`src/logic/rv32i_types_pkg.sv`:
```
/*
 * RV32I instruction-level types shared by the fetch front end.
 * Only the 32-bit base encoding is described; RV32C is not supported.
 * The branch immediate helpers assume a branch-format word.
 */

package rv32i_types_pkg;

    // Machine word, used for both PCs and instruction words
    typedef logic [31:0] word_t;

    // Major opcodes of the base integer set
    typedef enum logic [6:0] {
        LUI     = 7'b0110111,
        AUIPC   = 7'b0010111,
        JAL     = 7'b1101111,
        JALR    = 7'b1100111,
        BRANCH  = 7'b1100011,
        LOAD    = 7'b0000011,
        STORE   = 7'b0100011,
        IMMED   = 7'b0010011,
        REGREG  = 7'b0110011,
        MISCMEM = 7'b0001111,
        SYSTEM  = 7'b1110011
    } opcode_t;

    // Branch-format field layout, msb first
    typedef struct packed {
        logic       imm12;
        logic [5:0] imm10_05;
        logic [4:0] rs2;
        logic [4:0] rs1;
        logic [2:0] funct3;
        logic [3:0] imm04_01;
        logic       imm11;
        opcode_t    opcode;
    } sbtype_t;

    // Raw 13-bit branch offset, bit 0 always zero
    function automatic logic [12:0] sb_imm(sbtype_t insn);
        return {insn.imm12, insn.imm11, insn.imm10_05, insn.imm04_01, 1'b0};
    endfunction

    // Branch offset sign extended to a full word
    function automatic word_t sb_offset(sbtype_t insn);
        logic [12:0] imm;
        imm = sb_imm(insn);
        return {{19{imm[12]}}, imm};
    endfunction

endpackage

```
`src/logic/front_end_pkg.sv`:
```
/*
 * Structs passed between the fetch front end and the rest of the core.
 * Word-sized fields follow rv32i_types_pkg::word_t.
 * The instruction bus is a plain request/busy bus, one transfer at a time.
 */

package front_end_pkg;

    // Control from the hazard unit
    typedef struct packed {
        logic                   pc_en;
        logic                   iren;
        logic                   if_ex_stall;
        logic                   if_ex_flush;
        logic                   insert_priv_pc;
        rv32i_types_pkg::word_t priv_pc;
        logic                   rollback;
        logic                   npc_sel;
    } hazard_ctrl_t;

    // PC sources resolved in execute
    typedef struct packed {
        rv32i_types_pkg::word_t brj_addr;
        rv32i_types_pkg::word_t rollback_pc;
    } ex_redirect_t;

    // Fetch to execute pipeline register
    typedef struct packed {
        logic                   valid;
        rv32i_types_pkg::word_t instr;
        rv32i_types_pkg::word_t pc;
        rv32i_types_pkg::word_t pc4;
        logic                   mal_insn;
        logic                   fault_insn;
        rv32i_types_pkg::word_t fault_addr;
        logic                   prediction;
        rv32i_types_pkg::word_t predicted_address;
    } fetch_ex_t;

    // Instruction bus request, held until busy drops
    typedef struct packed {
        logic                   ren;
        rv32i_types_pkg::word_t addr;
    } ibus_req_t;

    // Instruction bus response, rdata little-endian
    typedef struct packed {
        logic                   busy;
        rv32i_types_pkg::word_t rdata;
        logic                   error;
    } ibus_rsp_t;

    // BTB lookup request
    typedef struct packed {
        rv32i_types_pkg::word_t current_pc;
        logic                   is_branch;
        logic                   is_jump;
        rv32i_types_pkg::word_t imm_sb;
    } predict_query_t;

    // BTB lookup answer
    typedef struct packed {
        logic                   predict_taken;
        rv32i_types_pkg::word_t target_addr;
    } predict_result_t;

    // Training from execute
    typedef struct packed {
        logic                   valid;
        rv32i_types_pkg::word_t pc;
        logic                   taken;
        rv32i_types_pkg::word_t target;
    } predict_update_t;

endpackage

```
`src/logic/fetch_unit.sv`:
```
/*
 * Instruction bus master for a single fetch path.
 * Expects pc to stay stable while a transfer is in flight.
 * A misaligned pc is reported at once and never reaches the bus.
 * The fetched word and its error flag are held while the stage stalls.
 */

`timescale 1ns/1ns

module fetch_unit (
    input  logic                     CLK,
    input  logic                     nRST,
    input  logic                     ireq,
    input  logic                     stall,
    input  rv32i_types_pkg::word_t   pc,
    input  front_end_pkg::ibus_rsp_t ibus_rsp,
    output front_end_pkg::ibus_req_t ibus_req,
    output logic                     insn_ready,
    output logic                     insn_fault,
    output logic                     mal_addr,
    output rv32i_types_pkg::word_t   insn_out
);

    typedef enum logic [1:0] {
        st_idle,
        st_wait,
        st_hold
    } fetch_state_t;

    fetch_state_t           state;
    fetch_state_t           next_state;
    rv32i_types_pkg::word_t req_addr;
    rv32i_types_pkg::word_t rdata_swap;
    rv32i_types_pkg::word_t held_insn;
    logic                   held_fault;
    logic                   start_req;
    logic                   xfer_done;

    // Only word fetches, so the low PC bits must be zero
    assign mal_addr = (pc[1:0] != 2'b00);

    // New request straight from idle and then held from the latched address
    assign start_req    = (state == st_idle) && ireq && !mal_addr;
    assign ibus_req.ren  = start_req || (state == st_wait);
    assign ibus_req.addr = (state == st_wait) ? req_addr : pc;

    // Busy low with ren high closes the transfer
    assign xfer_done = ibus_req.ren && !ibus_rsp.busy;

    // Bus is little-endian
    assign rdata_swap = {ibus_rsp.rdata[7:0], ibus_rsp.rdata[15:8],
                         ibus_rsp.rdata[23:16], ibus_rsp.rdata[31:24]};

    assign insn_ready = (state == st_hold) || xfer_done ||
                        ((state == st_idle) && mal_addr);
    assign insn_out   = (state == st_hold) ? held_insn : rdata_swap;
    assign insn_fault = (state == st_hold) ? held_fault : (xfer_done && ibus_rsp.error);

    always_comb begin
        next_state = state;
        case (state)
            st_idle: begin
                if (start_req && ibus_rsp.busy) begin
                    next_state = st_wait;
                end else if (start_req && stall) begin
                    // Zero-wait transfer but the stage cannot take it yet
                    next_state = st_hold;
                end
            end
            st_wait: begin
                if (!ibus_rsp.busy) begin
                    next_state = stall ? st_hold : st_idle;
                end
            end
            st_hold: begin
                if (!stall) begin
                    next_state = st_idle;
                end
            end
            default: begin
                next_state = st_idle;
            end
        endcase
    end

    always_ff @(posedge CLK, negedge nRST) begin
        if (!nRST) begin
            state <= st_idle;
        end else begin
            state <= next_state;
        end
    end

    // Latched request address and the fetched word with its error flag
    always_ff @(posedge CLK) begin
        if (start_req) begin
            req_addr <= pc;
        end
        if (xfer_done) begin
            held_insn  <= rdata_swap;
            held_fault <= ibus_rsp.error;
        end
    end

endmodule

```
`src/logic/branch_predictor.sv`:
```
/*
 * Direct-mapped branch target buffer with 2-bit saturating counters.
 * BTB_ENTRIES must be a power of two; PC bits [1:0] are not used.
 * Lookup is combinational, training from execute lands at the clock edge.
 */

`timescale 1ns/1ns

module branch_predictor #(
    parameter int BTB_ENTRIES = 16
) (
    input  logic                           CLK,
    input  logic                           nRST,
    input  front_end_pkg::predict_query_t  query,
    input  front_end_pkg::predict_update_t update,
    output front_end_pkg::predict_result_t result
);

    localparam int IDX_BITS = $clog2(BTB_ENTRIES);
    localparam int TAG_BITS = 30 - IDX_BITS;

    typedef struct packed {
        logic [TAG_BITS-1:0]    tag;
        rv32i_types_pkg::word_t target;
        logic [1:0]             cnt;
    } btb_entry_t;

    btb_entry_t             btb_mem [BTB_ENTRIES];
    logic [BTB_ENTRIES-1:0] btb_valid;

    logic [IDX_BITS-1:0] q_idx;
    logic [TAG_BITS-1:0] q_tag;
    btb_entry_t          q_entry;
    logic                q_hit;
    logic [IDX_BITS-1:0] u_idx;
    logic [TAG_BITS-1:0] u_tag;
    btb_entry_t          u_entry;
    btb_entry_t          u_next;
    logic                u_hit;

    // Lookup path
    assign q_idx   = query.current_pc[IDX_BITS+1:2];
    assign q_tag   = query.current_pc[31:IDX_BITS+2];
    assign q_entry = btb_mem[q_idx];
    assign q_hit   = btb_valid[q_idx] && (q_entry.tag == q_tag);

    // Jumps always taken on a hit, branches need a counter of 2 or 3
    assign result.predict_taken = q_hit &&
                                  (query.is_jump || (query.is_branch && q_entry.cnt[1]));
    assign result.target_addr   = q_entry.target;

    // Training path
    assign u_idx   = update.pc[IDX_BITS+1:2];
    assign u_tag   = update.pc[31:IDX_BITS+2];
    assign u_entry = btb_mem[u_idx];
    assign u_hit   = btb_valid[u_idx] && (u_entry.tag == u_tag);

    always_comb begin
        u_next.tag    = u_tag;
        u_next.target = update.target;
        if (!u_hit) begin
            // Fresh entry starts weakly biased
            u_next.cnt = update.taken ? 2'd2 : 2'd1;
        end else if (update.taken) begin
            u_next.cnt = (u_entry.cnt == 2'd3) ? 2'd3 : u_entry.cnt + 2'd1;
        end else begin
            u_next.cnt = (u_entry.cnt == 2'd0) ? 2'd0 : u_entry.cnt - 2'd1;
        end
    end

    always_ff @(posedge CLK, negedge nRST) begin
        if (!nRST) begin
            btb_valid <= '0;
        end else if (update.valid) begin
            btb_valid[u_idx] <= 1'b1;
        end
    end

    always_ff @(posedge CLK) begin
        if (update.valid) begin
            btb_mem[u_idx] <= u_next;
        end
    end

endmodule

```
`src/logic/fetch_stage.sv`:
```
/*
 * PC register, next-PC choice and the fetch to execute register.
 * Next-PC priority is priv redirect, rollback, resolved branch or jump,
 * predicted target, then PC + 4.
 * The hazard unit is expected to stall while i_mem_busy is high.
 */

`timescale 1ns/1ns

module fetch_stage #(
    parameter rv32i_types_pkg::word_t RESET_PC = 32'h8000_0000
) (
    input  logic                           CLK,
    input  logic                           nRST,
    input  front_end_pkg::hazard_ctrl_t    ctrl,
    input  front_end_pkg::ex_redirect_t    redir,
    input  logic                           insn_ready,
    input  logic                           insn_fault,
    input  logic                           mal_addr,
    input  rv32i_types_pkg::word_t         insn,
    input  front_end_pkg::predict_result_t result,
    output logic                           ireq,
    output rv32i_types_pkg::word_t         pc_out,
    output front_end_pkg::predict_query_t  query,
    output front_end_pkg::fetch_ex_t       fetch_ex,
    output logic                           i_mem_busy
);

    rv32i_types_pkg::word_t  pc;
    rv32i_types_pkg::word_t  pc4;
    rv32i_types_pkg::word_t  npc;
    rv32i_types_pkg::word_t  instr_sq;
    rv32i_types_pkg::sbtype_t instr_sb;
    logic                    fault_any;

    always_ff @(posedge CLK, negedge nRST) begin
        if (!nRST) begin
            pc <= RESET_PC;
        end else if (ctrl.pc_en) begin
            pc <= npc;
        end
    end

    assign pc4    = pc + 32'd4;
    assign pc_out = pc;

    // Faulting fetches are squashed to zero, which never decodes as a branch
    assign fault_any = insn_fault || mal_addr;
    assign instr_sq  = fault_any ? '0 : insn;
    assign instr_sb  = rv32i_types_pkg::sbtype_t'(instr_sq);

    // Early decode for the BTB lookup
    assign query.current_pc = pc;
    assign query.is_branch  = (instr_sb.opcode == rv32i_types_pkg::BRANCH);
    assign query.is_jump    = (instr_sb.opcode == rv32i_types_pkg::JAL) ||
                              (instr_sb.opcode == rv32i_types_pkg::JALR);
    assign query.imm_sb     = rv32i_types_pkg::sb_offset(instr_sb);

    // Fixed redirect priority
    always_comb begin
        if (ctrl.insert_priv_pc) begin
            npc = ctrl.priv_pc;
        end else if (ctrl.rollback) begin
            npc = redir.rollback_pc;
        end else if (ctrl.npc_sel) begin
            npc = redir.brj_addr;
        end else if (result.predict_taken) begin
            npc = result.target_addr;
        end else begin
            npc = pc4;
        end
    end

    assign ireq = ctrl.iren;

    // Busy until a word or a fault is available
    assign i_mem_busy = !insn_ready && !insn_fault;

    always_ff @(posedge CLK, negedge nRST) begin
        if (!nRST) begin
            fetch_ex <= '0;
        end else if (ctrl.if_ex_flush && !ctrl.if_ex_stall) begin
            fetch_ex <= '0;
        end else if (!ctrl.if_ex_stall) begin
            // Faults still travel as valid entries for the trap logic
            fetch_ex.valid             <= 1'b1;
            fetch_ex.instr             <= instr_sq;
            fetch_ex.pc                <= pc;
            fetch_ex.pc4               <= pc4;
            fetch_ex.mal_insn          <= mal_addr;
            fetch_ex.fault_insn        <= insn_fault;
            fetch_ex.fault_addr        <= pc;
            fetch_ex.prediction        <= result.predict_taken;
            fetch_ex.predicted_address <= result.target_addr;
        end
    end

endmodule

```
`src/logic/fetch_front_end.sv`:
```
/*
 * Instruction fetch front end of the RV32I pipeline.
 * Word-aligned fetch only, no compressed instructions.
 * Hazard control, execute redirects and BTB training come from outside.
 */

`timescale 1ns/1ns

module fetch_front_end #(
    parameter rv32i_types_pkg::word_t RESET_PC    = 32'h8000_0000,
    parameter int                     BTB_ENTRIES = 16
) (
    input  logic                           CLK,
    input  logic                           nRST,
    input  front_end_pkg::hazard_ctrl_t    ctrl,
    input  front_end_pkg::ex_redirect_t    redir,
    input  front_end_pkg::predict_update_t update,
    input  front_end_pkg::ibus_rsp_t       ibus_rsp,
    output front_end_pkg::ibus_req_t       ibus_req,
    output front_end_pkg::fetch_ex_t       fetch_ex,
    output logic                           i_mem_busy,
    output rv32i_types_pkg::word_t         pc_f
);

    logic                           ireq;
    logic                           insn_ready;
    logic                           insn_fault;
    logic                           mal_addr;
    rv32i_types_pkg::word_t         insn;
    front_end_pkg::predict_query_t  query;
    front_end_pkg::predict_result_t result;

    fetch_stage #(
        .RESET_PC(RESET_PC)
    ) stage_i (
        .CLK,
        .nRST,
        .ctrl,
        .redir,
        .insn_ready,
        .insn_fault,
        .mal_addr,
        .insn,
        .result,
        .ireq,
        .pc_out(pc_f),
        .query,
        .fetch_ex,
        .i_mem_busy
    );

    // Bus side holds its word on the same stall as the pipeline register
    fetch_unit fetch_i (
        .CLK,
        .nRST,
        .ireq,
        .stall(ctrl.if_ex_stall),
        .pc(pc_f),
        .ibus_rsp,
        .ibus_req,
        .insn_ready,
        .insn_fault,
        .mal_addr,
        .insn_out(insn)
    );

    branch_predictor #(
        .BTB_ENTRIES(BTB_ENTRIES)
    ) btb_i (
        .CLK,
        .nRST,
        .query,
        .update,
        .result
    );

endmodule

```
`config.mk`:
```
export PLATFORM = sky130hd
export DESIGN_NAME = fetch_front_end
export DESIGN_NICKNAME = d
export VERILOG_FILES = /design/src/logic/rv32i_types_pkg.sv /design/src/logic/front_end_pkg.sv /design/src/logic/fetch_unit.sv /design/src/logic/branch_predictor.sv /design/src/logic/fetch_stage.sv /design/src/logic/fetch_front_end.sv
export SDC_FILE = /design/constraint.sdc
export NUM_CORES = 2
export LEC_CHECK = 0
export BUFFER_PORTS_ARGS = -buffer_cell sky130_fd_sc_hd__buf_2
export CORE_AREA = 2 2 649 328
export CTS_CLUSTER_SIZE = 8
export DETAILED_ROUTE_END_ITERATION = 10
export DIE_AREA = 0 0 651 330
export PLACE_DENSITY = 0.48
export SYNTH_ARGS = -nofsm -noshare
export SYNTH_HDL_FRONTEND = slang
export SYNTH_SLANG_ARGS = --single-unit
export TNS_END_PERCENT = 100
```
`constraint.sdc`:
```
create_clock -name CLK -period 3.9 [get_ports CLK]
set_input_delay 0.195 -clock CLK [delete_from_list [all_inputs] [get_ports CLK]]
set_output_delay 0.195 -clock CLK [all_outputs]
set_load 0.005 [all_outputs]
```
==> flow_summary.yaml <==
run_status:
  status: "completed"
route:
  routed_wirelength_mm: 193
  wl_per_cell_microns: 29.7
  drc: 0
  post_drt_via_cell_ratio: 4.99
  ant_nets: 0
  vias: 32548
  dr.pass1.iters: 7
  drt_first_iter_violations: 4111
sta:
  rsz0062_at_grt: "yes"
  setup_viol: 0
  min_period_ns: 3.82
  drv_slew: 0
  worst_clock_skew_ns: 0.0993
  worst_pin_slew_ns: 0.968
  fmax_mhz: 262
  finalCritPeriodShare_pct: 98.0
  finalHoldViolCount: 0
  max-slew-margin-rel_pct: 35.4
setup_path:
  r2r_start: "stage_i.pc_out[2]$_DFFE_PN0P_"
  slowest_delay_ns: 0.54
  crit_cells: 12
  crit_top_cell: "buf_4"
  slowest_stage: "mux4_2"
  critPathKind: "reg -> reg"
  startpoint_type: "flop"
  r2r_cells: 12
  cp.buffers_inverters: 3
  worstPathMaxFanout: 10
  r2r-end: "stage_i.pc_out[20]$_DFFE_PN0P_"
  critical_path.top_delay_family: "simple AND/OR/NAND/NOR gates"
  cp-startpoint: "stage_i.pc_out[2]$_DFFE_PN0P_"
  worstSetupEndpointType: "flop"
  critPathRequiredTime_ns: 4.57
  reg2reg_slack_ns: 0.08
  crit_end: "stage_i.pc_out[20]$_DFFE_PN0P_"
  crit_chain: "buf_12, buf_4, mux4_2, mux2i_4, o21ai_0, and3_2, or4b_1, or4_4, buf_4, nor3_1, a21oi_1, a211o_1"
  arrival_ns: 4.49
synthesis:
  syn_inst: 2777
  synth_area_per_cell_sq_um: 18.7
  synth_seq_cells: 1205
  ys.flop_type: "edfxtp_1"
  yosys_warnings: 0
  synthDistinctLibCells: 74
  synthArstFlopShare_pct: 14.9
  post_synth_instance_area_sq_um: 52000
  yosysSeqAreaShare_pct: 67.9
  synth_fp_nets: 2983
  synth_edf_count: 1025
die:
  io_pins: 435
  core-area_sq_um: 209000
  num_rows: 119
  die-area_sq_um: 215000
  start_util_pct: 24.9
  die_w_microns: 651
  die_h_microns: 330
finish:
  seqCellArea_sq_um: 35300
  multi_input_area_sq_um: 15800
  drive_gt1_share_pct: 38.5
  fin_util_pct: 31.9
  area_growth_pct: 28.3
  nets: 3846
  fillers: 20177
power_and_ir_drop:
  p_leak_uw: 0.0232
  p_total_uw: 34900
  peakVddDrop_mv: 0.333
  powerDensity_nw_per_um2: 523
global_route:
  grt_max_degree: 92
  grt_pass1_wl_mm: 264
  grt_pass1_vias: 32169
  grt_overflow_total: 0
  antenna_found_initial: 25
  track_usage_pct: 17.5
clock_tree:
  cts_max_path_buffers: 4
  clock_latency_ns: 0.84
  htree_levels: 4
  clkSinkCount: 1205
  clk_pin_slew_ns: 0.06
  cts-root-buf: "clkbuf_16"
  cts_tree: "built"
  cts_buffers: 178
flow_run:
  maxCapViolations: 0
min_path:
  whs_path_depth: 6
  hold_path_class: "in -> reg"
place:
  dpl.hpwl_mm: 130
  gp_congestion: 0.863
  port_buffers: 432
==> report_power, final <==
group          internal [uW]  total (uW)  switching (uW)
Clock                   8650       14300            5650
Sequential             14500       14900             358
Combinational           2470        5700            3230
Total                  25600       34900            9240
==> worst reg2reg max path, delay by kind of cell, from the launching register on <==
family	cells	cell delay, ns
multiplexers	2	0.75
buffers and inverters	3	0.57
AO/OA/AOI/OAI	3	0.44
AND/OR/NAND/NOR	4	1.49
flip-flops	1	0.47
==> synth_stat cells, drive strengths merged, types with 11 or more instances <==
master	n	area, sq um
nand3	19	100
mux2	33	372
xnor2	60	526
nand2	135	507
xor2	16	140
a22oi	19	143
o221ai	15	131
mux2i	116	1160
a22o	87	762
o22ai	34	213
clkbuf	111	417
nand4	18	113
nor2	64	240
or2	18	113
dfrtp	179	4480
inv	12	45.0
o21ai	85	425
buf	115	772
nand2b	11	68.8
mux4	401	9030
edfxtp	1025	30800
nor3	25	135
and3	12	75.1
a21oi	46	230
==> cell families after synthesis <==
logic type               Yosys count  synth area share (%)
flip-flops                      1205                  67.9
AO/OA/AOI/OAI                    348                  4.73
multiplexers                     550                  20.3
buffers and inverters            239                  2.38
adder cells (fa/ha/maj)            1                0.0241
XOR/XNOR                          76                  1.28
AND/OR/NAND/NOR                  358                  3.42
==> state kept, by name (all words and copies together) (netlist names) <==
name and count:
stage_i.pc_out 32, btb_i.btb_mem 960, stage_i.fetch_ex 130, fetch_i.held_fault 1, fetch_i.held_insn 32, btb_i.btb_valid 16, fetch_i.req_addr 32, fetch_i.state 2
==> layer usage <==
layer	vias up	wire length [microns]	GRT usage (%)
met2	1566	81900	25.2
met1	17553	90000	26.4
met3	226	17100	4.52
met5	-	27	0
li1	13199	-	-
met4	4	4260	3.77
==> layout by cell type, fill, tap and decap left out, drive strengths merged, types with 85 or more instances in the layout <==
cell type / count
o21ai: 85
edfxtp: 1025
a22o: 87
clkbuf: 273
mux4: 401
buf: 727
dfrtp: 179
dlygate4sd3: 176
mux2i: 116
nand2: 135
==> area by class of cell <==
class	count	share of cell area, %
antenna	3	0.0112
clock buffer	268	7.29
clock inverter	8	0.187
inverter	13	0.0769
multi-input combinational	1333	23.7
sequential	1205	52.9
tap	2783	5.22
timing repair buffer	909	10.6
==> worst min path at each step <==
stage                                            endpoint         start  slack [ns]
after detailed placement  btb_i.btb_valid[14]$_DFFE_PN0P_          nRST        0.28
final                      stage_i.pc_out[12]$_DFFE_PN0P_     redir[12]        0.05
after global routing       fetch_i.held_insn[8]$_DFFE_PN_  ibus_rsp[17]        0.04
after floorplan            btb_i.btb_valid[0]$_DFFE_PN0P_          nRST       -0.10
after CTS                   stage_i.pc_out[5]$_DFFE_PN0P_      redir[5]        0.01
after global placement    btb_i.btb_valid[14]$_DFFE_PN0P_          nRST        0.28
==> what timing repair did <==
action / in CTS / in global routing
setup buffers: 0 / 28
hold buffers: 176 / 0
resized for setup: 5 / 35
pin swaps: 1 / 5
endpoints found under the hold margin: 1174 / 0
gates cloned: 1 / 4
setup endpoints to repair: 4 / 49
==> through the flow <==
stage	cell area, sq um	hold slack [ns]	setup slack (ns)	setup TNS (ns)	cells
2_1_floorplan	52100	-0.101	-0.708	-241.73	2777
3_5_place_dp	59400	0.285	-0.126	-2.48	6034
6_report	66700	0.0489	0.0774	0	6522
4_1_cts	66200	0.0109	0.000573	0	6487
5_1_grt	66700	0.0397	-0.0238	-0.0238	6519
3_3_place_gp	59400	0.283	-0.0249	-0.385	6034
No activity file was read; power rests on OpenSTA's default activity.
